==> config.mk <==
export PLATFORM = sky130hd
export DESIGN_NAME = flit_queue
export DESIGN_NICKNAME = d
export VERILOG_FILES = /design/src/rtl/chiplet_tx_pkg.sv /design/src/rtl/flit_queue.sv
export SDC_FILE = /design/constraint.sdc
export NUM_CORES = 1
export LEC_CHECK = 0
export BUFFER_PORTS_ARGS = -buffer_cell sky130_fd_sc_hd__clkbuf_2
export CAP_MARGIN = 10
export CORE_UTILIZATION = 35
export DETAILED_ROUTE_END_ITERATION = 16
export HOLD_SLACK_MARGIN = 0.12
export PLACE_DENSITY = 0.54
export SLEW_MARGIN = 25
export SYNTH_ARGS = -nofsm -noshare
export SYNTH_HDL_FRONTEND = slang
export SYNTH_SLANG_ARGS = --single-unit
==> constraint.sdc <==
create_clock -name clk -period 6.7 [get_ports clk]
set_input_delay 0.67 -clock clk [delete_from_list [all_inputs] [get_ports clk]]
set_output_delay 0.67 -clock clk [all_outputs]
set_load 0.01 [all_outputs]
==> src/rtl/chiplet_tx_pkg.sv <==
package chiplet_tx_pkg;

    localparam int NUM_MSGS   = 4;
    localparam int PKT_ID_W   = 2;
    localparam int NODE_ID_W  = 4;
    localparam int MEM_WORDS  = 256;
    localparam int MEM_ADDR_W = 8;
    localparam int LENGTH_W   = 8;   // longest packet is 131 words
    localparam int FLIT_DEPTH = 4;
    localparam int FREE_W     = $clog2(FLIT_DEPTH + 1);
    localparam int PTR_W      = $clog2(FLIT_DEPTH);

    // header layout
    localparam int FMT_MSB     = 31;
    localparam int FMT_LSB     = 28;
    localparam int LONG_LEN_W  = 8;  // bits 7..0
    localparam int SHORT_LEN_W = 4;  // bits 3..0
    localparam int LONG_MAX    = 128;
    localparam int SHORT_MAX   = 16;

    typedef enum logic [3:0] {
        FMT_LONG_READ   = 4'd1,
        FMT_LONG_WRITE  = 4'd2,
        FMT_MEM_RESP    = 4'd3,
        FMT_MSG         = 4'd4,
        FMT_SWITCH_CFG  = 4'd5,
        FMT_SHORT_READ  = 4'd6,
        FMT_SHORT_WRITE = 4'd7
    } fmt_e;

    typedef struct packed {
        logic [1:0]           vc;
        logic [PKT_ID_W-1:0]  id;
        logic [NODE_ID_W-1:0] req;
        logic [31:0]          payload;
    } flit_t;

    // APB byte addresses
    localparam int APB_ADDR_W = 12;

    localparam logic [APB_ADDR_W-1:0] REG_NODE_ID = 12'h000;
    localparam logic [APB_ADDR_W-1:0] REG_TRIGGER = 12'h004;
    localparam logic [APB_ADDR_W-1:0] REG_SENT    = 12'h008;
    localparam logic [APB_ADDR_W-1:0] REG_START0  = 12'h010;
    localparam logic [APB_ADDR_W-1:0] MEM_BASE    = 12'h400;

endpackage
==> src/rtl/flit_queue.sv <==
`timescale 1ns/1ps

module flit_queue (
    input  logic                              clk,
    input  logic                              n_rst,
    input  logic                              push,
    input  chiplet_tx_pkg::flit_t             push_flit,
    input  logic                              flit_ready,
    output logic [chiplet_tx_pkg::FREE_W-1:0] free_slots,
    output logic                              flit_valid,
    output chiplet_tx_pkg::flit_t             flit
);
    import chiplet_tx_pkg::*;

    flit_t             q [FLIT_DEPTH];
    logic [PTR_W-1:0]  wr_ptr, rd_ptr;
    logic [FREE_W-1:0] count;
    logic              pop;
    logic              do_push;

    assign flit_valid = (count != '0);
    assign flit       = q[rd_ptr];
    assign free_slots = FREE_W'(FLIT_DEPTH) - count;

    assign pop     = flit_valid && flit_ready;
    assign do_push = push && ((count != FREE_W'(FLIT_DEPTH)) || pop);

    always_ff @(posedge clk) begin
        if (do_push) begin
            q[wr_ptr] <= push_flit;
        end
    end

    always_ff @(posedge clk, negedge n_rst) begin
        if (!n_rst) begin
            wr_ptr <= '0;
            rd_ptr <= '0;
            count  <= '0;
        end else begin
            if (do_push) begin
                wr_ptr <= wr_ptr + PTR_W'(1); // depth is a power of two
            end
            if (pop) begin
                rd_ptr <= rd_ptr + PTR_W'(1);
            end
            count <= count + FREE_W'(do_push) - FREE_W'(pop);
        end
    end

endmodule

Word-level counts from Yosys, hierarchy flattened

Memory sizes are Yosys's and may differ from the RTL's.
Cells that the tools add are included.
W data, S select, Z words.

$add $sub $neg: 5
Equal/unequal tests: 1
Muxes and demuxes: 2
Reduce and logical (&&, ||, !) cells: 4

Operators with widths:

| kind                  | number |
|---|---|
| $add A2 B1 Y2 const B | 2 |
| $add A3 B1 Y3         | 1 |
| $ne A3 B3 Y1 const B  | 1 |
| $reduce_bool A3 Y1    | 1 |
| $sub A3 B1 Y3         | 1 |
| $sub A3 B3 Y3 const A | 1 |
| $logic_and A1 B1 Y1   | 2 |
| $mux W1               | 2 |
| $logic_or A1 B1 Y1    | 1 |

Register bits after elaboration: 7
RAM bits: 160
Word-level logic and storage cells: 16
Memories: 1

Memories:

| memory | depth | width | rd ports | clocked after memory_dff | write ports | line             | text |
|---|---|---|---|---|---|---|---|
| q      | 4     | 40    | 1        | 0                        | 1           | flit_queue.sv:15 | `flit_t q [FLIT_DEPTH];` |

Depth between registers and ports, before layout

Depth after elaboration: 6
Gate-level depth with buffers: 12

Worst setup path after synthesis

Ideal clock, no wire load.

Path kind: register to register
Start point: reg count[0]
End point: mem q[0][0] (netlist bit), enable pin
Library setup time: 0.401 ns
Data arrival time: 2.188 ns
Path slack: 4.111 ns
Cell stages (with the launch flop): 7
Buffers on the path: 0
Clock period less this slack: 2.589 ns
Cells stage by stage: dfrtp_1 -> inv_1 -> ha_1 -> ha_1 -> nand2b_4 -> a21boi_2 -> and2_1

Longest elaborated chain between the ends: 6

RTL lines:

| element                         | line             | text |
|---|---|---|
| start: declaration              | flit_queue.sv:17 | `logic [FREE_W-1:0] count;` |
| start signal: assignment        | flit_queue.sv:46 | `count <= count + FREE_W'(do_push) - FREE_W'(pop);` |
| $reduce_bool A3 Y1              | flit_queue.sv:21 | `assign flit_valid = (count != '0);` |
| $logic_and A1 B1 Y1             | flit_queue.sv:25 | `assign pop = flit_valid && flit_ready;` |
| $logic_or A1 B1 Y1 *            | flit_queue.sv:26 | `assign do_push = push && ((count != FREE_W'(FLIT_DEPTH)) \|\| pop);` |
| $logic_and A1 B1 Y1 *           | flit_queue.sv:26 |  |
| $mux W1 *                       | flit_queue.sv:29 | `if (do_push) begin` |
| $mux W1 (not written as such) * | flit_queue.sv:30 | `q[wr_ptr] <= push_flit;` |
| end: declaration                | flit_queue.sv:15 |  |

Mark *: on every way between the ends. The rest lies on a longest branch, timed or not.

==> metrics.yaml <==
nets: 402
multiInputGateArea_um2: 1160
regArea_um2: 4990
firstDrtPassIters: 4
layout_commonest_cell: "edfxtp_1"
design.core.area_um2: 17400
worstPathMaxFanout: 42
intPower_mw: 2.43
wl_per_cell_um: 18.3
io_pins: 88
synth_area_um2: 6290
arrival_ps: 2280
syn_inst: 252
drv_cap: 0
initialDrtViolationCount: 171
cts.sinks: 167
cp-end-kind: "output pin"
grt_start_max_net_pins: 43
swShare_pct: 27.9
avgSynthCellArea_um2: 25.0
die_x_um: 136
numCtsBuffers: 17
cp-start-kind: "flop"
tritoncts: "yes"
dp_slack_ps: 4020
drc: 0
clock_path_buffers: 2
fillers: 1544
mostFrequentLayoutCells: "edfxtp_1 (160), clkbuf_2 (87), mux4_2 (38), clkbuf_16 (17), inv_1 (11)"
track_usage_pct: 12.8
synthToLayoutAreaGrowth_pct: 19.3
htreeDepth: 4
fp-row-count: 48
p_leak_nw: 2.65
synthTopCellsByArea: "edfxtp_1 (76%), mux4_2 (14%), dfrtp_1 (2.8%)"
hold_viol: 0
clk_latency_ps: 410
dpl.hpwl_um: 6260
clkTransAtPathRegs_ps: 60
grt_pass1_vias: 2982
rsz0062_at_grt: "false"
avgViaCountPerCell: 4.64
antenna_found_initial: 0
required_ps: 6030
worst_slack_ps: 3750
routed_wirelength_um: 10700
worstSetupPathType: "flop to output pin"
diodes: 0
yosysSeqAreaShare_pct: 79.1
setup_tns_ps: 0
drive_above_1_share_pct: 44.3
fmax_mhz: 339
synth.largest_area_cell: "edfxtp_1"
period_share_pct: 44.0
grt_pass1_wl_um: 16600
die_y_um: 136
synth-seq-cells: 167
vias: 2721
worst_pin_slew_ps: 866
start_util_pct: 36.1
place_congestion: 0.673
dp.cells: 553
portBuffers: 87
combPwrFrac_pct: 24.8
ys_types: 18
synth_top_cell_area_share_pct: 76.3
layout_min_cycle_time_ps: 2950
total_power_mw: 3.38
slew_viol_final: 0
cts_setup_buffers: 0
die_area_um2: 18500
yosys_warnings: 0
peakVddDrop_v: 0.000200
p_sw_uw: 942
synth_nets: 306
p_per_area_nw_per_um2: 450
slew_headroom_pct: 42.3
min_path_type: "input port to flop"
setup_viol: 0
outcome: "complete, no violations"
layout.cells.non_filler: 586
cts_resized: 0
pwr-share-clk_pct: 28.9
grt_overflow: 0
root_buffer: "clkbuf_16"
clock_skew_ps: 5.59
drtAntennaViolNets: 0
hold_buffers: 1
seq_power_share_pct: 46.2
layout make-up:
type	instances	area share [%]
multi-input combinational	63	15.4
inverter	11	0.550
sequential	167	66.4
clock inverter	12	2.10
tap	225	3.75
clock buffer	20	5.81
timing repair buffer	88	5.93
critical path: stages, from the launching register on:
cell and delay (ps):
dfrtp_4 1000, mux4_1 700, clkbuf_2 160
synth_stat cells:
cell / instances
mux4_1: 2
clkbuf_1: 1
ha_1: 9
buf_4: 1
buf_6: 1
mux2_1: 1
fa_1: 1
a21boi_2: 1
mux4_2: 38
dfrtp_1: 7
nand2_1: 1
xnor2_1: 5
buf_2: 4
edfxtp_1: 160
buf_12: 4
nand2b_4: 1
and2_1: 4
inv_1: 11
power groups by stage:
stage | Clock (mW) | Combinational [mW] | Sequential (mW)
after floorplan | 0 | 0.713 | 1.44
after global placement | 0 | 0.854 | 1.59
after detailed placement | 0 | 0.867 | 1.60
after CTS | 0.999 | 0.871 | 1.58
after global routing | 1.03 | 0.920 | 1.60
final | 0.976 | 0.838 | 1.56
sequential cells by signal (all words and copies together) (netlist names):
register,cells
count,3
q,160
wr_ptr,2
rd_ptr,2
kinds of logic after synthesis:
| group | synth area share, % |
|---|---|
| multiplexers | 14.6 |
| AND/OR/NAND/NOR | 0.676 |
| flip-flops | 79.1 |
| AO/OA/AOI/OAI | 0.179 |
| buffers and inverters | 2.60 |
| XOR/XNOR | 0.696 |
| adder cells (fa/ha/maj) | 2.11 |
routing by layer:
metal  up-vias  track usage (%)  share of wire (%)
met5         -                0                  0
met4         0             5.93                1.2
met3        11             3.43                3.6
met2        62             21.5                 52
met1      1413             15.4                 43
li1       1235                -                  -
per-stage QoR:
step           hold slack [ps]  utilization (%)  area (µm²)
2_1_floorplan              374                -        6290
3_3_place_gp               514             39.6        6900
3_5_place_dp               520             39.6        6910
4_1_cts                    460             43.1        7510
5_1_grt                    458             43.1        7510
6_report                   475             43.1        7510
worst paths after layout:
| kind | startpoint | end | slack [ps] | cells past startpoint |
|---|---|---|---|---|
| worst max-delay path | rd_ptr[0] | flit[0] | 3750 | 2 |
| worst min-delay path | push_flit[17] | q[1][17] | 480 | 1 |
| worst max register to register | count[0] | count[2] | 4050 | 12 |
| worst min register to register | count[0] | count[0] | 530 | 1 |
| max in group asynchronous | n_rst | rd_ptr[0] | 5880 | 2 |
| min in group asynchronous | n_rst | count[0] | 630 | 2 |
Note: power is estimated with default switching activity, not from simulation.
