===== config.mk =====
export PLATFORM = sky130hd
export DESIGN_NAME = tx_apb_regs
export DESIGN_NICKNAME = d
export VERILOG_FILES = /design/src/rtl/chiplet_tx_pkg.sv /design/src/rtl/tx_apb_regs.sv
export SDC_FILE = /design/constraint.sdc
export NUM_CORES = 1
export LEC_CHECK = 0
export BUFFER_PORTS_ARGS = -buffer_cell sky130_fd_sc_hd__buf_2
export CAP_MARGIN = 20
export CORE_MARGIN = 3
export CORE_UTILIZATION = 41
export CTS_BUF_LIST = sky130_fd_sc_hd__clkbuf_16
export CTS_CLUSTER_DIAMETER = 100
export DETAILED_ROUTE_END_ITERATION = 10
export GPL_TIMING_DRIVEN = 0
export PLACE_DENSITY = 0.81
export SYNTH_ARGS = -nofsm -noshare
export SYNTH_HDL_FRONTEND = slang
export SYNTH_SLANG_ARGS = --single-unit

===== constraint.sdc =====
create_clock -name clk -period 2.7 [get_ports clk]
set_clock_uncertainty 0.2 [all_clocks]
set_input_delay 0.54 -clock clk [delete_from_list [all_inputs] [get_ports clk]]
set_output_delay 0.54 -clock clk [all_outputs]
set_load 0.02 [all_outputs]

===== src/rtl/chiplet_tx_pkg.sv =====
package chiplet_tx_pkg;

    localparam int NUM_MSGS   = 4;
    localparam int PKT_ID_W   = 2;
    localparam int NODE_ID_W  = 4;
    localparam int MEM_WORDS  = 256;
    localparam int MEM_ADDR_W = 8;
    localparam int LENGTH_W   = 8;   // longest packet is 131 words
    localparam int FLIT_DEPTH = 4;
    localparam int FREE_W     = $clog2(FLIT_DEPTH + 1);
    localparam int PTR_W      = $clog2(FLIT_DEPTH);

    // header layout
    localparam int FMT_MSB     = 31;
    localparam int FMT_LSB     = 28;
    localparam int LONG_LEN_W  = 8;  // bits 7..0
    localparam int SHORT_LEN_W = 4;  // bits 3..0
    localparam int LONG_MAX    = 128;
    localparam int SHORT_MAX   = 16;

    typedef enum logic [3:0] {
        FMT_LONG_READ   = 4'd1,
        FMT_LONG_WRITE  = 4'd2,
        FMT_MEM_RESP    = 4'd3,
        FMT_MSG         = 4'd4,
        FMT_SWITCH_CFG  = 4'd5,
        FMT_SHORT_READ  = 4'd6,
        FMT_SHORT_WRITE = 4'd7
    } fmt_e;

    typedef struct packed {
        logic [1:0]           vc;
        logic [PKT_ID_W-1:0]  id;
        logic [NODE_ID_W-1:0] req;
        logic [31:0]          payload;
    } flit_t;

    // APB byte addresses
    localparam int APB_ADDR_W = 12;

    localparam logic [APB_ADDR_W-1:0] REG_NODE_ID = 12'h000;
    localparam logic [APB_ADDR_W-1:0] REG_TRIGGER = 12'h004;
    localparam logic [APB_ADDR_W-1:0] REG_SENT    = 12'h008;
    localparam logic [APB_ADDR_W-1:0] REG_START0  = 12'h010;
    localparam logic [APB_ADDR_W-1:0] MEM_BASE    = 12'h400;

endpackage

===== src/rtl/tx_apb_regs.sv =====
`timescale 1ns/1ps

module tx_apb_regs (
    input  logic                                     clk,
    input  logic                                     n_rst,
    input  logic                                     psel,
    input  logic                                     penable,
    input  logic                                     pwrite,
    input  logic [chiplet_tx_pkg::APB_ADDR_W-1:0]    paddr,
    input  logic [31:0]                              pwdata,
    input  logic                                     start_pulse,
    input  logic [chiplet_tx_pkg::PKT_ID_W-1:0]      start_id,
    input  logic                                     pkt_done,
    output logic [31:0]                              prdata,
    output logic                                     pready,
    output logic                                     pslverr,
    output logic [chiplet_tx_pkg::NUM_MSGS-1:0]      pending,
    output logic [chiplet_tx_pkg::NUM_MSGS-1:0][chiplet_tx_pkg::MEM_ADDR_W-1:0] start_addr,
    output logic [chiplet_tx_pkg::NODE_ID_W-1:0]     node_id,
    output logic                                     mem_we,
    output logic [chiplet_tx_pkg::MEM_ADDR_W-1:0]    mem_waddr,
    output logic [31:0]                              mem_wdata
);
    import chiplet_tx_pkg::*;

    logic                access;
    logic                wr;
    logic                aligned;
    logic                is_node, is_trig, is_sent, is_start, is_mem;
    logic                mapped;
    logic [PKT_ID_W-1:0] start_sel;
    logic [31:0]         sent_cnt;

    assign access  = psel && penable;
    assign wr      = access && pwrite;
    assign aligned = (paddr[1:0] == 2'b00);

    assign is_node  = aligned && (paddr == REG_NODE_ID);
    assign is_trig  = aligned && (paddr == REG_TRIGGER);
    assign is_sent  = aligned && (paddr == REG_SENT);
    assign is_start = aligned && (paddr[APB_ADDR_W-1:4] == REG_START0[APB_ADDR_W-1:4]);
    assign is_mem   = aligned && (paddr[APB_ADDR_W-1:10] == MEM_BASE[APB_ADDR_W-1:10]);
    assign mapped   = is_node || is_trig || is_sent || is_start || is_mem;

    assign start_sel = paddr[3:2]; // slot index within the start block

    assign pready  = 1'b1;
    assign pslverr = access && (!mapped || (pwrite && is_sent));

    // memory window goes straight through
    assign mem_we    = wr && is_mem;
    assign mem_waddr = paddr[MEM_ADDR_W+1:2];
    assign mem_wdata = pwdata;

    always_comb begin
        prdata = '0;
        if (is_node) begin
            prdata = 32'(node_id);
        end else if (is_trig) begin
            prdata = 32'(pending);
        end else if (is_sent) begin
            prdata = sent_cnt;
        end else if (is_start) begin
            prdata = 32'(start_addr[start_sel]);
        end
    end

    always_ff @(posedge clk, negedge n_rst) begin
        if (!n_rst) begin
            node_id    <= '0;
            start_addr <= '0;
        end else if (wr) begin
            if (is_node) begin
                node_id <= pwdata[NODE_ID_W-1:0];
            end
            if (is_start) begin
                start_addr[start_sel] <= pwdata[MEM_ADDR_W-1:0];
            end
        end
    end

    always_ff @(posedge clk, negedge n_rst) begin
        if (!n_rst) begin
            pending <= '0;
        end else begin
            for (int i = 0; i < NUM_MSGS; i++) begin
                if (wr && is_trig && pwdata[i]) begin
                    pending[i] <= 1'b1; // set beats clear
                end else if (start_pulse && (start_id == PKT_ID_W'(i))) begin
                    pending[i] <= 1'b0;
                end
            end
        end
    end

    always_ff @(posedge clk, negedge n_rst) begin
        if (!n_rst) begin
            sent_cnt <= '0;
        end else if (pkt_done) begin
            sent_cnt <= sent_cnt + 32'd1;
        end
    end

endmodule


# After elaboration in Yosys (flattened, before gate mapping)
# Cells that the tools add are included.
[op_classes]
n_addsub = 1
muxes = 17
n_eq_ne = 7
magnitude_cmp = 2
n_reduce_logical = 35
[op_table]
columns = ["op", "n"]
rows = [
  ["$mux 32", 3],
  ["$add 32x1->32 const B", 1],
  ["$bwmux 32", 1],
  ["$mux 8", 3],
  ["$logic_and 1x1->1", 20],
  ["$bmux 8 s2", 1],
  ["$demux 8 s2", 1],
  ["$eq 12x3->1 const B", 1],
  ["$eq 12x4->1 const B", 1],
  ["$logic_not 12->1", 1],
  ["$eq 8x1->1 const B", 1],
  ["$mux 1", 8],
  ["$reduce_bool 2->1", 4],
  ["$logic_or 1x1->1", 5],
  ["$eq 2x1->1 const B", 2],
  ["$eq 2x2->1 const B", 2],
  ["$logic_not 2->1", 2],
  ["$reduce_and 2->1", 2],
  ["$lt 2x3->1 const B", 1],
  ["$ge 2x1->1 const B", 1],
  ["$logic_not 1->1", 1],
]
[word_totals]
wordCells = 72
out_inout_bits = 115
regBits = 72

# Logic depth before layout (Yosys ltp)
[depth]
depth_word = 9
ltp_mapped = 7
ltp_nobuf = 5

# Least setup slack after synthesis
# OpenSTA, ideal clock, no wires.
[synth_timing]
path_type = "in2out"
start = "in paddr[6] (netlist bit)"
end = "out prdata[12]"
cell_stages = 7
required_ps = 1960
path_slack_ps = -342
n_path_buf = 3
arrival_ps = 2302
cell_sequence = "or4_4 or3_1 clkbuf_1 nor2_1 buf_2 clkbuf_1 and2_1"
[synth_via]
elab_chain_len = 5
elab_cells_between_ends = 9
cone_classes = "eq/ne (2); mux (3); reduce/logical (4)"
[synth_rtl]
columns = ["item", "line_no", "source"]
rows = [
  ["start: declaration", "tx_apb_regs.sv:9", "input logic [chiplet_tx_pkg::APB_ADDR_W-1:0] paddr,"],
  ["$eq 12x4->1", "tx_apb_regs.sv:40", "assign is_sent = aligned && (paddr == REG_SENT);"],
  ["$logic_and 1x1->1", "tx_apb_regs.sv:40", ""],
  ["$mux 32", "tx_apb_regs.sv:61", "end else if (is_sent) begin"],
  ["$mux 32", "tx_apb_regs.sv:59", "end else if (is_trig) begin"],
  ["$mux 32 (*)", "tx_apb_regs.sv:57", "if (is_node) begin"],
  ["end: declaration", "tx_apb_regs.sv:14", "output logic [31:0] prdata,"],
]
# Mark *: on every way between the ends. The rest lies on a longest branch, timed or not.

# Worst setup path after layout
[layout_timing]
start = "in paddr[6] (netlist bit)"
end = "out prdata[15]"
# The elaborated chain is that of the path after synthesis.

==> out/qor.yml <==
status: "finished, violations left"
violations: "negative setup slack"
grt_max_degree: 73
ys.warnings.count: 0
cp-start-kind: "primary input"
grt_pass1_vias: 3570
path_cells: "buf_6, or4_4, or3_4, nor2_4, buf_6, clkbuf_16, and2_4, buf_6"
finalHoldViolCount: 0
final.setup.tns_ns: -8.93
num_antenna_cells: 0
cp_num_buf_inv: 4
finalCritPeriodShare: 1.12
crit_type: "primary input to primary output"
synth_top_family_by_area: "multiplexers"
hold_class: "primary input to asynchronous set/reset pin"
wl_met2_um: 5720
r2r_start: "sent_cnt[0]$_DFFE_PN0P_"
post-place-ws_ns: -0.502
synth_nets: 397
synth_compound_area_frac: 0.0393
vias: 3341
drive_above_1_share: 0.585
worstReg2RegEnd: "sent_cnt[16]$_DFFE_PN0P_"
clock_path_buffers: 2
io_buffers: 141
fmax_mhz: 331
grt_first_pass_wirelength_um: 18500
post_drt_wl_per_cell_um: 17.6
ctsHoldBuffers: 0
synth-seq-area-share: 0.456
cpMostUsedCell: "buf_6"
max_cap_violations: 0
h-tree-depth: 3
endpoint_kind: "primary output"
syn_area_um2: 3950
p_leak_uw: 0.00286
startpoint: "paddr[6]"
drt-met1-wl_um: 4260
cts.reportedPaths.clkPinSlew_ns: 0.06
ant_nets: 0
tightest_slew_ns: 0.897
placed_area_um2: 4920
drc: 0
std_cell_rows: 35
yosys-mux-area-fraction: 0.169
wl_met3_um: 763
setup_violations: 33
critical_path.top_delay_family: "simple AND/OR/NAND/NOR gates"
worstRegToRegCells: 6
drt_first_pass_iters: 4
fillers: 720
postSynthAreaPerCell_um2: 11.5
fin_hold_ws_ns: 0.131
ys_ff_latch: 72
place.gp.congestion: 0.823
start_util: 0.426
min_period_ns: 3.02
cts_tree: "built"
dpl.hpwl_um: 7670
ys.flop_type: "dfrtp_1"
fin_util: 0.604
vdd_drop_max_mv: 0.364
cts_buffers: 9
via_per_inst: 5.24
critPathSlowestCell: "or4_4"
slew_headroom: 0.402
synth_xor_area_frac: 0.0687
io_pins: 168
die-area_um2: 10900
worstPathRequired_ns: 1.96
synth_fa_ha_area_frac: 0.00317
synth_edf_count: 0
grt_use_total: 0.212
routed.top_layer: "met4"
synth-simple-area-share: 0.165
dr.first_iter.drc_count: 181
ys_types: 37
final_max_slew_viol_count: 0
drt_wl_total_um: 11200
finalNetCount: 557
cts_root_buffer: "clkbuf_16"
final_area_um2: 5610
cp_data_arrival_time_ns: 2.28
antenna_found_initial: 0
slowest_delay_ns: 0.56
rsz0062_at_grt: "yes"
area_delta_synth_final_pct: 41.9
coreArea_um2: 9280
pwr_density_cell_nw_per_um2: 504
multiInputGateArea_um2: 1870
seq_area_um2: 1800
die_x_um: 104
post-route-worst-setup-slack_ns: -0.324
syn_inst: 343
worst-r2r-setup-slack_ns: 0.40
cts_sinks: 72
async_flop_share: 1.00
cp_max_fo: 6
insertion_delay_ns: 0.33
die_h_um: 104
grt_remaining_overflow: 0
## synth_stat cells, types with 3 or more instances
| library cell | number | area [µm²] |
|---|---|---|
| dfrtp_1 | 72 | 1800 |
| nand4_1 | 16 | 100 |
| mux4_2 | 8 | 180 |
| xnor2_1 | 28 | 245 |
| a41o_1 | 3 | 30.0 |
| and4_1 | 5 | 43.8 |
| and3_1 | 8 | 50.1 |
| mux2_2 | 38 | 428 |
| mux2i_1 | 6 | 60.1 |
| inv_1 | 5 | 18.8 |
| and2_1 | 26 | 163 |
| o21ai_0 | 3 | 15.0 |
| o2bb2ai_1 | 4 | 35.0 |
| nor2_1 | 12 | 45.0 |
| nor3_1 | 4 | 20.0 |
| buf_2 | 3 | 15.0 |
| nand3_1 | 15 | 75.1 |
| xor2_1 | 3 | 26.3 |
| clkbuf_1 | 9 | 33.8 |
| a22o_1 | 4 | 35.0 |
| nand2_1 | 10 | 37.5 |
| buf_4 | 41 | 308 |
## flip-flops by register name, indices dropped and copies added (netlist names)
register / count
start_addr: 32
node_id: 4
pending: 4
sent_cnt: 32
## cell type report
type / count / area share
tap: 129 / 0.0288
clock inverter: 7 / 0.0174
buffer: 54 / 0.0725
timing repair buffer: 150 / 0.182
inverter: 6 / 0.00469
clock buffer: 9 / 0.0402
sequential: 72 / 0.321
multi-input combinational: 210 / 0.333
## repair_timing
item                       4_1_cts  5_1_grt
resized for setup               78       13
pin swaps                       10        7
setup buffers                    5        3
cloned                           2        0
setup endpoints to repair       41       33
hold endpoints to repair         0        0
## cells by family (layout without fill, tap and decap cells)
logic type                 count (synthesis)  after routing
and+or+nand+nor                          106            106
DFF                                       72             72
buffers and inverters                     61            226
muxes                                     52             52
xor gates and xnor gates                  31             31
AOI/OAI and AO/OA                         19             19
adders and majority gates                  1              1
other                                      1              1
## power breakdown
part           switching, µW  internal, µW  leakage, µW
clock                    459           810     0.000157
combinational            188           156      0.00171
sequential              78.5          1140     0.000991
total                    725          2100      0.00286
## metal layers
metal | GRT usage | up-vias
met2 | 0.360 | 162
met1 | 0.253 | 1633
met5 | 0 | -
met4 | 0.112 | 0
li1 | - | 1503
met3 | 0.0428 | 43
## worst max path at each step
stage,slack (ns),to,cells after the start
after floorplan,-0.14,prdata[12],7
after global placement,-0.48,prdata[7],6
after detailed placement,-0.50,prdata[7],6
after CTS,-0.40,prdata[12],9
after global routing,-0.38,prdata[12],8
final,-0.32,prdata[15],8
## per-stage QoR
step,total power [µW],std cells
floorplan,1440,343
global placement,1550,613
detailed placement,1560,613
CTS,2830,636
global route,2940,637
finish,2830,637
## cell usage in the layout (no fill, tap or decap), types with 15 or more instances in the layout
| cell type | synthesis | routed |
|---|---|---|
| and2_4 | 0 | 21 |
| buf_2 | 3 | 109 |
| buf_4 | 41 | 46 |
| buf_6 | 0 | 38 |
| dfrtp_1 | 72 | 72 |
| mux2_2 | 38 | 38 |
| nand3_1 | 15 | 15 |
| nand4_1 | 16 | 16 |
| xnor2_1 | 28 | 28 |
No activity file was read; power rests on OpenSTA's default activity.
