==> src/rtl/chiplet_tx_pkg.sv <==
package chiplet_tx_pkg;

    localparam int NUM_MSGS   = 4;
    localparam int PKT_ID_W   = 2;
    localparam int NODE_ID_W  = 4;
    localparam int MEM_WORDS  = 256;
    localparam int MEM_ADDR_W = 8;
    localparam int LENGTH_W   = 8;   // longest packet is 131 words
    localparam int FLIT_DEPTH = 4;
    localparam int FREE_W     = $clog2(FLIT_DEPTH + 1);
    localparam int PTR_W      = $clog2(FLIT_DEPTH);

    // header layout
    localparam int FMT_MSB     = 31;
    localparam int FMT_LSB     = 28;
    localparam int LONG_LEN_W  = 8;  // bits 7..0
    localparam int SHORT_LEN_W = 4;  // bits 3..0
    localparam int LONG_MAX    = 128;
    localparam int SHORT_MAX   = 16;

    typedef enum logic [3:0] {
        FMT_LONG_READ   = 4'd1,
        FMT_LONG_WRITE  = 4'd2,
        FMT_MEM_RESP    = 4'd3,
        FMT_MSG         = 4'd4,
        FMT_SWITCH_CFG  = 4'd5,
        FMT_SHORT_READ  = 4'd6,
        FMT_SHORT_WRITE = 4'd7
    } fmt_e;

    typedef struct packed {
        logic [1:0]           vc;
        logic [PKT_ID_W-1:0]  id;
        logic [NODE_ID_W-1:0] req;
        logic [31:0]          payload;
    } flit_t;

    // APB byte addresses
    localparam int APB_ADDR_W = 12;

    localparam logic [APB_ADDR_W-1:0] REG_NODE_ID = 12'h000;
    localparam logic [APB_ADDR_W-1:0] REG_TRIGGER = 12'h004;
    localparam logic [APB_ADDR_W-1:0] REG_SENT    = 12'h008;
    localparam logic [APB_ADDR_W-1:0] REG_START0  = 12'h010;
    localparam logic [APB_ADDR_W-1:0] MEM_BASE    = 12'h400;

endpackage
==> src/rtl/tx_fsm.sv <==
`timescale 1ns/1ps

module tx_fsm (
    input  logic                                 clk,
    input  logic                                 n_rst,
    input  logic [chiplet_tx_pkg::NUM_MSGS-1:0]  pending,
    input  logic [chiplet_tx_pkg::NUM_MSGS-1:0][chiplet_tx_pkg::MEM_ADDR_W-1:0] start_addr,
    input  logic [chiplet_tx_pkg::NODE_ID_W-1:0] node_id,
    input  logic [31:0]                          rd_data,
    input  logic [chiplet_tx_pkg::FREE_W-1:0]    free_slots,
    output logic                                 start_pulse,
    output logic [chiplet_tx_pkg::PKT_ID_W-1:0]  start_id,
    output logic                                 pkt_done,
    output logic                                 rd_en,
    output logic [chiplet_tx_pkg::MEM_ADDR_W-1:0] rd_addr,
    output logic                                 push,
    output chiplet_tx_pkg::flit_t                push_flit
);
    import chiplet_tx_pkg::*;

    typedef enum logic [1:0] {
        IDLE, FETCH_HDR, DECODE, SEND
    } state_e;

    state_e              state, next_state;
    logic [PKT_ID_W-1:0] cur_id;
    logic [LENGTH_W-1:0] pkt_len, len_q;
    logic [LENGTH_W-1:0] rd_cnt, push_cnt;
    logic [FREE_W-1:0]   in_flight;
    logic                issue;

    pkt_hdr_decode u_decode (
        .hdr_word (rd_data),
        .pkt_len  (pkt_len)
    );

    // lowest pending slot wins
    always_comb begin
        start_id = '0;
        for (int i = NUM_MSGS - 1; i >= 0; i--) begin
            if (pending[i]) begin
                start_id = PKT_ID_W'(i);
            end
        end
    end

    assign start_pulse = (state == IDLE) && (|pending);

    assign issue    = (state == SEND) && (rd_cnt != len_q) && (free_slots > in_flight);
    assign rd_en    = (state == FETCH_HDR) || issue;
    assign rd_addr  = start_addr[cur_id] + rd_cnt; // wraps mod 256
    assign pkt_done = push && (push_cnt == len_q - LENGTH_W'(1));

    assign push_flit.vc      = 2'b00;
    assign push_flit.id      = cur_id;
    assign push_flit.req     = node_id;
    assign push_flit.payload = rd_data;

    always_comb begin
        next_state = state;
        case (state)
            IDLE:      if (start_pulse) next_state = FETCH_HDR;
            FETCH_HDR: next_state = DECODE;
            DECODE:    next_state = SEND;
            SEND:      if (pkt_done) next_state = IDLE;
            default:   next_state = IDLE;
        endcase
    end

    always_ff @(posedge clk, negedge n_rst) begin
        if (!n_rst) begin
            state     <= IDLE;
            cur_id    <= '0;
            len_q     <= '0;
            rd_cnt    <= '0;
            push_cnt  <= '0;
            in_flight <= '0;
            push      <= 1'b0;
        end else begin
            state     <= next_state;
            push      <= issue; // data back one cycle after the read
            in_flight <= in_flight + FREE_W'(issue) - FREE_W'(push);
            if (start_pulse) begin
                cur_id <= start_id;
            end
            if (state == IDLE) begin
                rd_cnt   <= '0;
                push_cnt <= '0;
            end
            if (state == DECODE) begin
                len_q <= pkt_len; // header word is on rd_data here
            end
            if (issue) begin
                rd_cnt <= rd_cnt + LENGTH_W'(1);
            end
            if (push) begin
                push_cnt <= push_cnt + LENGTH_W'(1);
            end
        end
    end

endmodule

==> src/rtl/pkt_hdr_decode.sv <==
`timescale 1ns/1ps

module pkt_hdr_decode (
    input  logic [31:0]                         hdr_word,
    output logic [chiplet_tx_pkg::LENGTH_W-1:0] pkt_len
);
    import chiplet_tx_pkg::*;

    fmt_e                   fmt;
    logic [LONG_LEN_W-1:0]  long_len;
    logic [SHORT_LEN_W-1:0] short_len;
    logic [LENGTH_W-1:0]    long_data;
    logic [LENGTH_W-1:0]    short_data;

    assign fmt       = fmt_e'(hdr_word[FMT_MSB:FMT_LSB]);
    assign long_len  = hdr_word[LONG_LEN_W-1:0];
    assign short_len = hdr_word[SHORT_LEN_W-1:0];

    // zero length field means the maximum
    assign long_data  = (long_len == '0) ? LENGTH_W'(LONG_MAX) : LENGTH_W'(long_len);
    assign short_data = (short_len == '0) ? LENGTH_W'(SHORT_MAX) : LENGTH_W'(short_len);

    always_comb begin
        case (fmt)
            FMT_LONG_READ: begin
                pkt_len = LENGTH_W'(3); // hdr + addr + crc
            end
            FMT_LONG_WRITE: begin
                pkt_len = LENGTH_W'(3) + long_data;
            end
            FMT_MEM_RESP, FMT_MSG: begin
                pkt_len = LENGTH_W'(2) + long_data; // hdr + crc + data
            end
            FMT_SHORT_READ: begin
                pkt_len = LENGTH_W'(2);
            end
            FMT_SHORT_WRITE: begin
                pkt_len = LENGTH_W'(2) + short_data;
            end
            default: begin
                pkt_len = LENGTH_W'(1); // switch cfg and unknown formats
            end
        endcase
    end

endmodule

==> config.mk <==
export PLATFORM = sky130hd
export DESIGN_NAME = tx_fsm
export DESIGN_NICKNAME = d
export VERILOG_FILES = /design/src/rtl/chiplet_tx_pkg.sv /design/src/rtl/tx_fsm.sv /design/src/rtl/pkt_hdr_decode.sv
export SDC_FILE = /design/constraint.sdc
export NUM_CORES = 1
export LEC_CHECK = 0
export ABC_CLOCK_PERIOD_IN_PS = 7400
export BUFFER_PORTS_ARGS = -buffer_cell sky130_fd_sc_hd__buf_2
export CAP_MARGIN = 20
export CORE_MARGIN = 8
export CORE_UTILIZATION = 29
export DETAILED_ROUTE_END_ITERATION = 16
export PLACE_DENSITY_LB_ADDON = 0.12
export SYNTH_ARGS = -nofsm -noshare
export SYNTH_HDL_FRONTEND = slang
export SYNTH_SLANG_ARGS = --single-unit
==> constraint.sdc <==
create_clock -name clk -period 7.4 [get_ports clk]
set_clock_uncertainty 0.05 [all_clocks]
set_input_delay 1.85 -clock clk [delete_from_list [all_inputs] [get_ports clk]]
set_output_delay 1.85 -clock clk [all_outputs]
set_load 0.01 [all_outputs]
==> After elaboration in Yosys (flattened, before gate mapping) <==
Index checks and enable logic that the tools add are counted.
{ "totals": {"out_inout_bits": 54, "latch_bits": 0, "mem_count": 0, "reg_bits": 32, "mem_bits_ro": 0, "ramBits": 0} }
{ "classes": {"n_reduce_logical": 13, "n_addsub": 9, "div_mod_pow": 0, "n_eq_ne": 13, "mul": 0, "n_shift": 0, "bitwise": 0, "n_lt_le_gt_ge": 2, "n_mux": 15} }
{ "op_table": {"columns": ["op", "n"], "rows": [
  ["$mux 8", 5],
  ["$pmux 8 s5", 1],
  ["$add 2x8->8 const A", 3],
  ["$add 8x1->8 const B", 2],
  ["$bmux 8 s2", 1],
  ["$eq 4x3->1 const B", 3],
  ["$mux 2", 6],
  ["$add 8x8->8", 1],
  ["$eq 4x2->1 const B", 2],
  ["$eq 8x8->1", 1],
  ["$logic_not 8->1", 1],
  ["$ne 8x8->1", 1],
  ["$pmux 2 s4", 1],
  ["$sub 8x1->8 const B", 1],
  ["$mux 5", 1],
  ["$eq 2x2->1 const B", 2],
  ["$eq 4x1->1 const B", 1],
  ["$logic_and 1x1->1", 4],
  ["$logic_not 4->1", 1],
  ["$ne 2x2->1 const B", 2],
  ["$reduce_bool 2->1", 2],
  ["$reduce_or 4->1", 1],
  ["$add 3x1->3", 1],
  ["$gt 3x3->1", 1],
  ["7 further kinds", 7]
]} }

==> Depth between registers and ports, before layout <==
Gate-level depths: netlist of the first run.
{ "depth": {"ltp_word": 5, "ltp_mapped": 13, "ltp_nobuf": 12} }

==> Cells and area by module <==
From an unflattened synthesis of the first run, not the netlist that was laid out.
{ "unflattened": {"hier_cells": 364, "area_unflattened_um2": 3375.7} }
{ "by_module_without_submodules": {"columns": ["mod", "cells_per_inst", "n_inst", "area_per_inst_um2", "seq_area_each_um2"], "rows": [
  ["tx_fsm", 285, 1, 2832.7, 800.8],
  ["pkt_hdr_decode", 79, 1, 543.0, 0.0]
]} }

==> Worst setup path after synthesis of the first run <==
No wires, ideal clock.
{ "synth_timing": {"path_type": "in2out", "startpoint": "input port start_addr[25] (netlist bit)", "endpoint": "output port rd_addr[7] (netlist bit)", "path_stages": 8, "slack_ns": 1.816, "path_buffers": 0, "arrival_time_ns": 3.684, "cell_sequence": "mux4_2 > ha_1 > a21o_1 > a21oi_1 > nor2b_1 > o21a_1 > o41ai_1 > xnor2_1"} }
{ "synth_between": {"elab_chain_cells": 3} }
{ "synth_lines": {"columns": ["item", "line", "source"], "rows": [
  ["start: declaration", "tx_fsm.sv:7", "input logic [chiplet_tx_pkg::NUM_MSGS-1:0][chiplet_tx_pkg::MEM_ADDR_W-1:0] start_addr,"],
  ["$bmux 8 s2", "tx_fsm.sv:51", "assign rd_addr = start_addr[cur_id] + rd_cnt;"],
  ["$mux 8 (implied by the code)", "tx_fsm.sv:51", null],
  ["$add 8x8->8", "tx_fsm.sv:51", null],
  ["end: declaration", "tx_fsm.sv:15", "output logic [chiplet_tx_pkg::MEM_ADDR_W-1:0] rd_addr,"]
]} }
No other way between the ends. The select of a mux whose other input is x is not followed.

==> Worst setup path in the final report of the first run <==
Same ends and word-level chain as after synthesis.

==> flow_metrics.tcl, run 1 <==
set metrics [dict create \
    avgSynthCellArea_um2 8.51 \
    detail-route-antenna-nets 0 \
    status "completed" \
    io_buffer_count 80 \
    final_core_util 0.326 \
    nets 522 \
    worstSetupEndpointType "primary output" \
    post-route-drc-count 0 \
    met1_usage 0.149 \
    overflow 0 \
    clk_pin_slew_worst_paths_ns 0.05 \
    tightestPinTransition_ns 0.870 \
    period_share 0.803 \
    synth_edf_count 0 \
    ir_drop_v 0.000105 \
    drt_wl_total_um 8380 \
    cts_tree "done" \
    synth.most_common_cell "buf_4" \
    cap_viol_max_count 0 \
    netlist_area_um2 3310 \
    yosys_warnings 0 \
    ys_seq_elements 32 \
    ys_seq_area_frac 0.242 \
    cp.arrival_ns 4.04 \
    syn2layout_area_growth_pct 11.1 \
    finalHoldViolations 0 \
    timing.fmax_mhz 168 \
    ioPinCount 131 \
    crit_start "start_addr[25]" \
    relSlewSlack 0.415 \
    die-width_um 123 \
    grt_setup_unrepaired "false" \
    holdCritPathClass "flip-flop to flip-flop" \
    cts_sinks 32 \
    grt_pass1_wl_um 14000 \
    start_kind "input port" \
    synth_area_leaders "dfrtp_1, ha_1, buf_4" \
    viasPerCell 4.93 \
    synth_cells 389 \
    core_area_um2 11300 \
    drtIter0Drc 111 \
    min_from "in_flight[2]" \
    drive_above_1_share 0.249 \
    yosys.area.top_type "dfrtp_1" \
    hpwl_um 6770 \
    hold_buffers 0 \
    use_met3 0.0258 \
    ys_types 54 \
    slowest_stage "mux4_2" \
    r2r_start "in_flight[1]" \
    r2r_slack_ns 4.67 \
    min_period_ns 5.94 \
    num_vias 2778 \
    synth.top_cell.area_share 0.242 \
    cts-root-buf "clkbuf_16" \
    grt_max_degree 33 \
    critPathMaxFanout 2 \
    tns_ns 0 \
    wl_per_cell_um 14.9 \
    antenna_found_initial 0 \
    die_y_um 123 \
    post_cts_buffers 0 \
    start_util 0.294 \
    synth_common_cells "buf_4, dfrtp_1, inv_1, ha_1, nor2_1" \
    setup_viol 0 \
    crit_top_cell "buf_2" \
    critPathKind "input port to primary output" \
    grt_pass1_vias 2908 \
    dieArea_um2 15100 \
    ys.flop_type "dfrtp_1" \
    groute.usage.overall 0.113 \
    clkLatencyLatePin_ns 0.27 \
    p_per_area_nw_per_um2 308 \
    gp_congestion 0.829 \
    cp.required_ns 5.50 \
    num_rows 39 \
    crit_chain "buf_2, mux4_2, ha_1, a21o_1, a21oi_1, nor2b_1, o21a_1, o41ai_1, xnor2_1, buf_2" \
    cp-endpoint "rd_addr[7]" \
    cellLeakagePower_nw 1.76 \
    critical-path-max-stage-delay_ns 0.48 \
    slew_viol_final 0 \
    clockBufferDepth 2 \
    cts_resized 0 \
    r2r-end "in_flight[2]" \
    cts_buffers 5 \
    antennaDiodeCount 0 \
    dr.pass1.iters 6 \
    power_mw 1.13 \
    synthArstFlopShare 1.00 \
    use_met2 0.177 \
    grt_busiest_layer "met2" \
    htreeDepth 2 \
    reg2reg_depth 13 \
]
[area by class of cell]
cell class,count,area (um^2)
inverters,32,120
well taps,143,179
fillers,1215,7590
multi-input cells,268,2020
repair buffers,81,408
clock inverters,2,10.0
clock buffers,6,139
flip-flops and latches,32,801
[metrics by stage]
step | cell area [um^2] | hold WS (ns) | std cells | worst slack [ns]
6_report | 3680 | 0.415 | 564 | 1.46
5_1_grt | 3680 | 0.450 | 564 | 1.29
4_1_cts | 3680 | 0.424 | 564 | 1.41
3_5_place_dp | 3530 | 0.412 | 556 | 1.45
3_3_place_gp | 3530 | 0.418 | 556 | 1.49
2_1_floorplan | 3310 | 0.396 | 390 | 1.82
[worst max-delay path, delay by kind of cell]
family | cells | cell delay (ns)
AO/OA/AOI/OAI | 4 | 0.94
multiplexers | 1 | 0.48
adder cells (fa/ha/maj) | 1 | 0.29
buffers and inverters | 2 | 0.24
XOR/XNOR | 1 | 0.17
AND/OR/NAND/NOR | 1 | 0.07
[layout by cell type, fill, tap and decap left out, types with 3 or more instances in the layout]
cell	n
buf_2	80
inv_1	32
nor2_1	23
a21oi_1	21
nand4_1	4
clkbuf_16	5
nor4_1	5
nand3_1	14
o22ai_1	9
a21o_1	4
mux4_2	8
o2111ai_1	3
ha_1	23
mux2i_1	3
a22o_1	3
nor3_1	10
nand3b_1	3
o21a_1	3
xor2_1	15
nor2b_1	10
xnor2_1	19
nand2_1	21
dfrtp_1	32
and3_1	3
mux2_2	4
a211o_1	3
a31oi_1	4
nand2b_1	4
o21ai_0	17
o211ai_1	3
[flip-flops by register name (all words and copies together) (netlist names)]
| name | flops |
|---|---|
| len_q | 8 |
| push_cnt | 8 |
| rd_cnt | 8 |
| in_flight | 3 |
| cur_id | 2 |
| state | 2 |
| push | 1 |
[per-layer routing]
metal	vias to the layer above	routed length [um]
met5	-	0
met4	0	120
met2	52	3990
li1	1392	-
met1	1324	3930
met3	10	332
[logic make-up after synthesis]
| family | Yosys count | share of synthesized area |
|---|---|---|
| compound gates | 86 | 0.173 |
| xor+xnor | 35 | 0.0949 |
| fa+ha+maj | 25 | 0.0990 |
| buf+inv | 90 | 0.148 |
| flops | 32 | 0.242 |
| mux | 16 | 0.0805 |
| other cells | 1 | 0.00113 |
| simple gates | 104 | 0.161 |
[worst min-delay path by stage]
stage,endpoint,cells after the start
final,in_flight[2],1
after global routing,in_flight[2],1
after CTS,in_flight[2],1
after detailed placement,in_flight[2],1
after global placement,in_flight[2],1
after floorplan,in_flight[2],1
[where the power goes]
group	internal [mW]	switching, mW	total (mW)	leakage, nW
Combinational	0.295	0.309	0.603	1.26
Clock	0.133	0.0769	0.209	0.0766
Sequential	0.223	0.0967	0.319	0.424
Total	0.650	0.482	1.13	1.76
No activity file was read; power rests on OpenSTA's default activity.
==> run 2: changes to the inputs <==
Settings changed: ABC_CLOCK_PERIOD_IN_PS 7400 to 5570.
Clock period 7.4 ns to 5.57 ns, I/O delays scaled along.
==> flow_metrics.tcl, run 2 (synthesis results as in run 1) <==
set metrics [dict create \
    groute.usage.overall 0.114 \
    cts_sinks 32 \
    io_buffer_count 80 \
    grt_pass1_wl_um 14000 \
    cts_resized 0 \
    period_share 0.901 \
    tns_ns 0 \
    r2r_slack_ns 2.80 \
    clockBufferDepth 2 \
    post_cts_buffers 0 \
    dieArea_um2 15100 \
    antennaDiodeCount 0 \
    gp_congestion 0.828 \
    cts-root-buf "clkbuf_16" \
    cts_tree "done" \
    final_cell_mix "buf_2, inv_1, dfrtp_1" \
    syn2layout_area_growth_pct 11.8 \
    timing.fmax_mhz 199 \
    cp.required_ns 4.13 \
    nFillCells 1200 \
    wl_per_cell_um 15.0 \
    post_dp_cell_area_um2 3540 \
    post-route-drc-count 0 \
    grt_pass1_vias 2853 \
    cts_buffers 5 \
    postLayoutCellArea_um2 3700 \
    setup_viol 0 \
    die-width_um 123 \
    dr.pass1.iters 4 \
    antenna_found_initial 0 \
    detail-route-antenna-nets 0 \
    start_util 0.294 \
    viasPerCell 4.93 \
    critPathMaxFanout 2 \
    slew_viol_final 0 \
    p_sw_frac 0.419 \
    drtIter0Drc 123 \
    overflow 0 \
    combPwrFrac 0.522 \
    start_kind "input port" \
    core_area_um2 11300 \
    cellLeakagePower_nw 1.77 \
    ioPinCount 131 \
    clk_pin_slew_worst_paths_ns 0.06 \
    hold_buffers 0 \
    internal_power_mw 0.898 \
    tightestPinTransition_ns 0.796 \
    largestRegisters "len_q x8, push_cnt x8, rd_cnt x8" \
    worstSetupEndpointType "primary output" \
    p_per_area_nw_per_um2 418 \
    finalNonFillerCells 565 \
    htreeDepth 2 \
    num_vias 2788 \
    status "completed" \
    min_period_ns 5.02 \
    hpwl_um 6860 \
    drive_above_1_share 0.249 \
    pwr-share-seq 0.274 \
    grt_setup_unrepaired "false" \
    nets 523 \
    relSlewSlack 0.465 \
    grt_max_degree 33 \
    die_y_um 123 \
    clkLatencyLatePin_ns 0.28 \
    ir_drop_v 0.000142 \
    placed_cells 557 \
    finalHoldViolations 0 \
    layout_commonest_cell "buf_2" \
    clock_power_share 0.204 \
    num_rows 39 \
    switchingPower_mw 0.648 \
    critPathKind "input port to primary output" \
    drt_wl_total_um 8490 \
    cp.arrival_ns 3.58 \
    holdCritPathClass "flip-flop to flip-flop" \
    cap_viol_max_count 0 \
]
run 2: cell types whose count changed in the layout (fill, tap and decap cells not counted), sizes merged:
cell	previous run	this run
buf	81	82
bufinv	0	1
clkinv	2	1
run 2: layout make-up:
cell class,count,area (um^2),share of cell area
Multi-Input combinational cell,268,2020,0.546
Timing Repair Buffer,82,415,0.112
Clock inverter,2,35.0,0.00946
Clock buffer,6,129,0.0348
Tap cell,143,179,0.0483
Sequential cell,32,801,0.216
Inverter,32,120,0.0324
run 2: path summary, 6_finish.rpt:
kind                           startpoint      endpoint  cells after the start
setup / recovery           start_addr[25]    rd_addr[7]                     10
hold / removal               in_flight[2]  in_flight[2]                      1
setup reg to reg             in_flight[1]  in_flight[2]                     13
hold reg to reg              in_flight[2]  in_flight[2]                      1
max in group asynchronous           n_rst   push_cnt[7]                      1
min in group asynchronous           n_rst   push_cnt[0]                      1
run 2: power by group through the flow:
stage | clock network, mW | logic [mW] | registers, mW
floorplan | 0 | 0.681 | 0.355
global placement | 0 | 0.808 | 0.431
detailed placement | 0 | 0.822 | 0.434
CTS | 0.321 | 0.825 | 0.431
global route | 0.331 | 0.919 | 0.446
finish | 0.315 | 0.807 | 0.424
run 2: worst max-delay path, cell delays in order:
cell and delay (ns):
buf_2 0.09, mux4_2 0.49, ha_1 0.29, a21o_1 0.18, a21oi_1 0.22, nor2b_1 0.07, o21a_1 0.19, o41ai_1 0.31
xnor2_1 0.17, buf_2 0.16
run 2: metrics by stage:
step                hold slack (ns)   util  worst slack (ns)  total power [mW]
global route                  0.482  0.328             0.398              1.70
CTS                           0.453  0.328             0.555              1.58
detailed placement            0.440  0.314             0.569              1.26
floorplan                     0.396      -             0.901              1.04
global placement              0.418  0.314             0.577              1.24
finish                        0.442  0.328             0.550              1.55
run 2: routing by layer:
layer / global-route usage / part of all wire / vias up
met1: 0.151 / 0.47 / 1333
li1: - / - / 1393
met2: 0.185 / 0.48 / 56
met5: 0 / 0 / -
met4: 0.0213 / 0.0070 / 0
met3: 0.0258 / 0.044 / 6
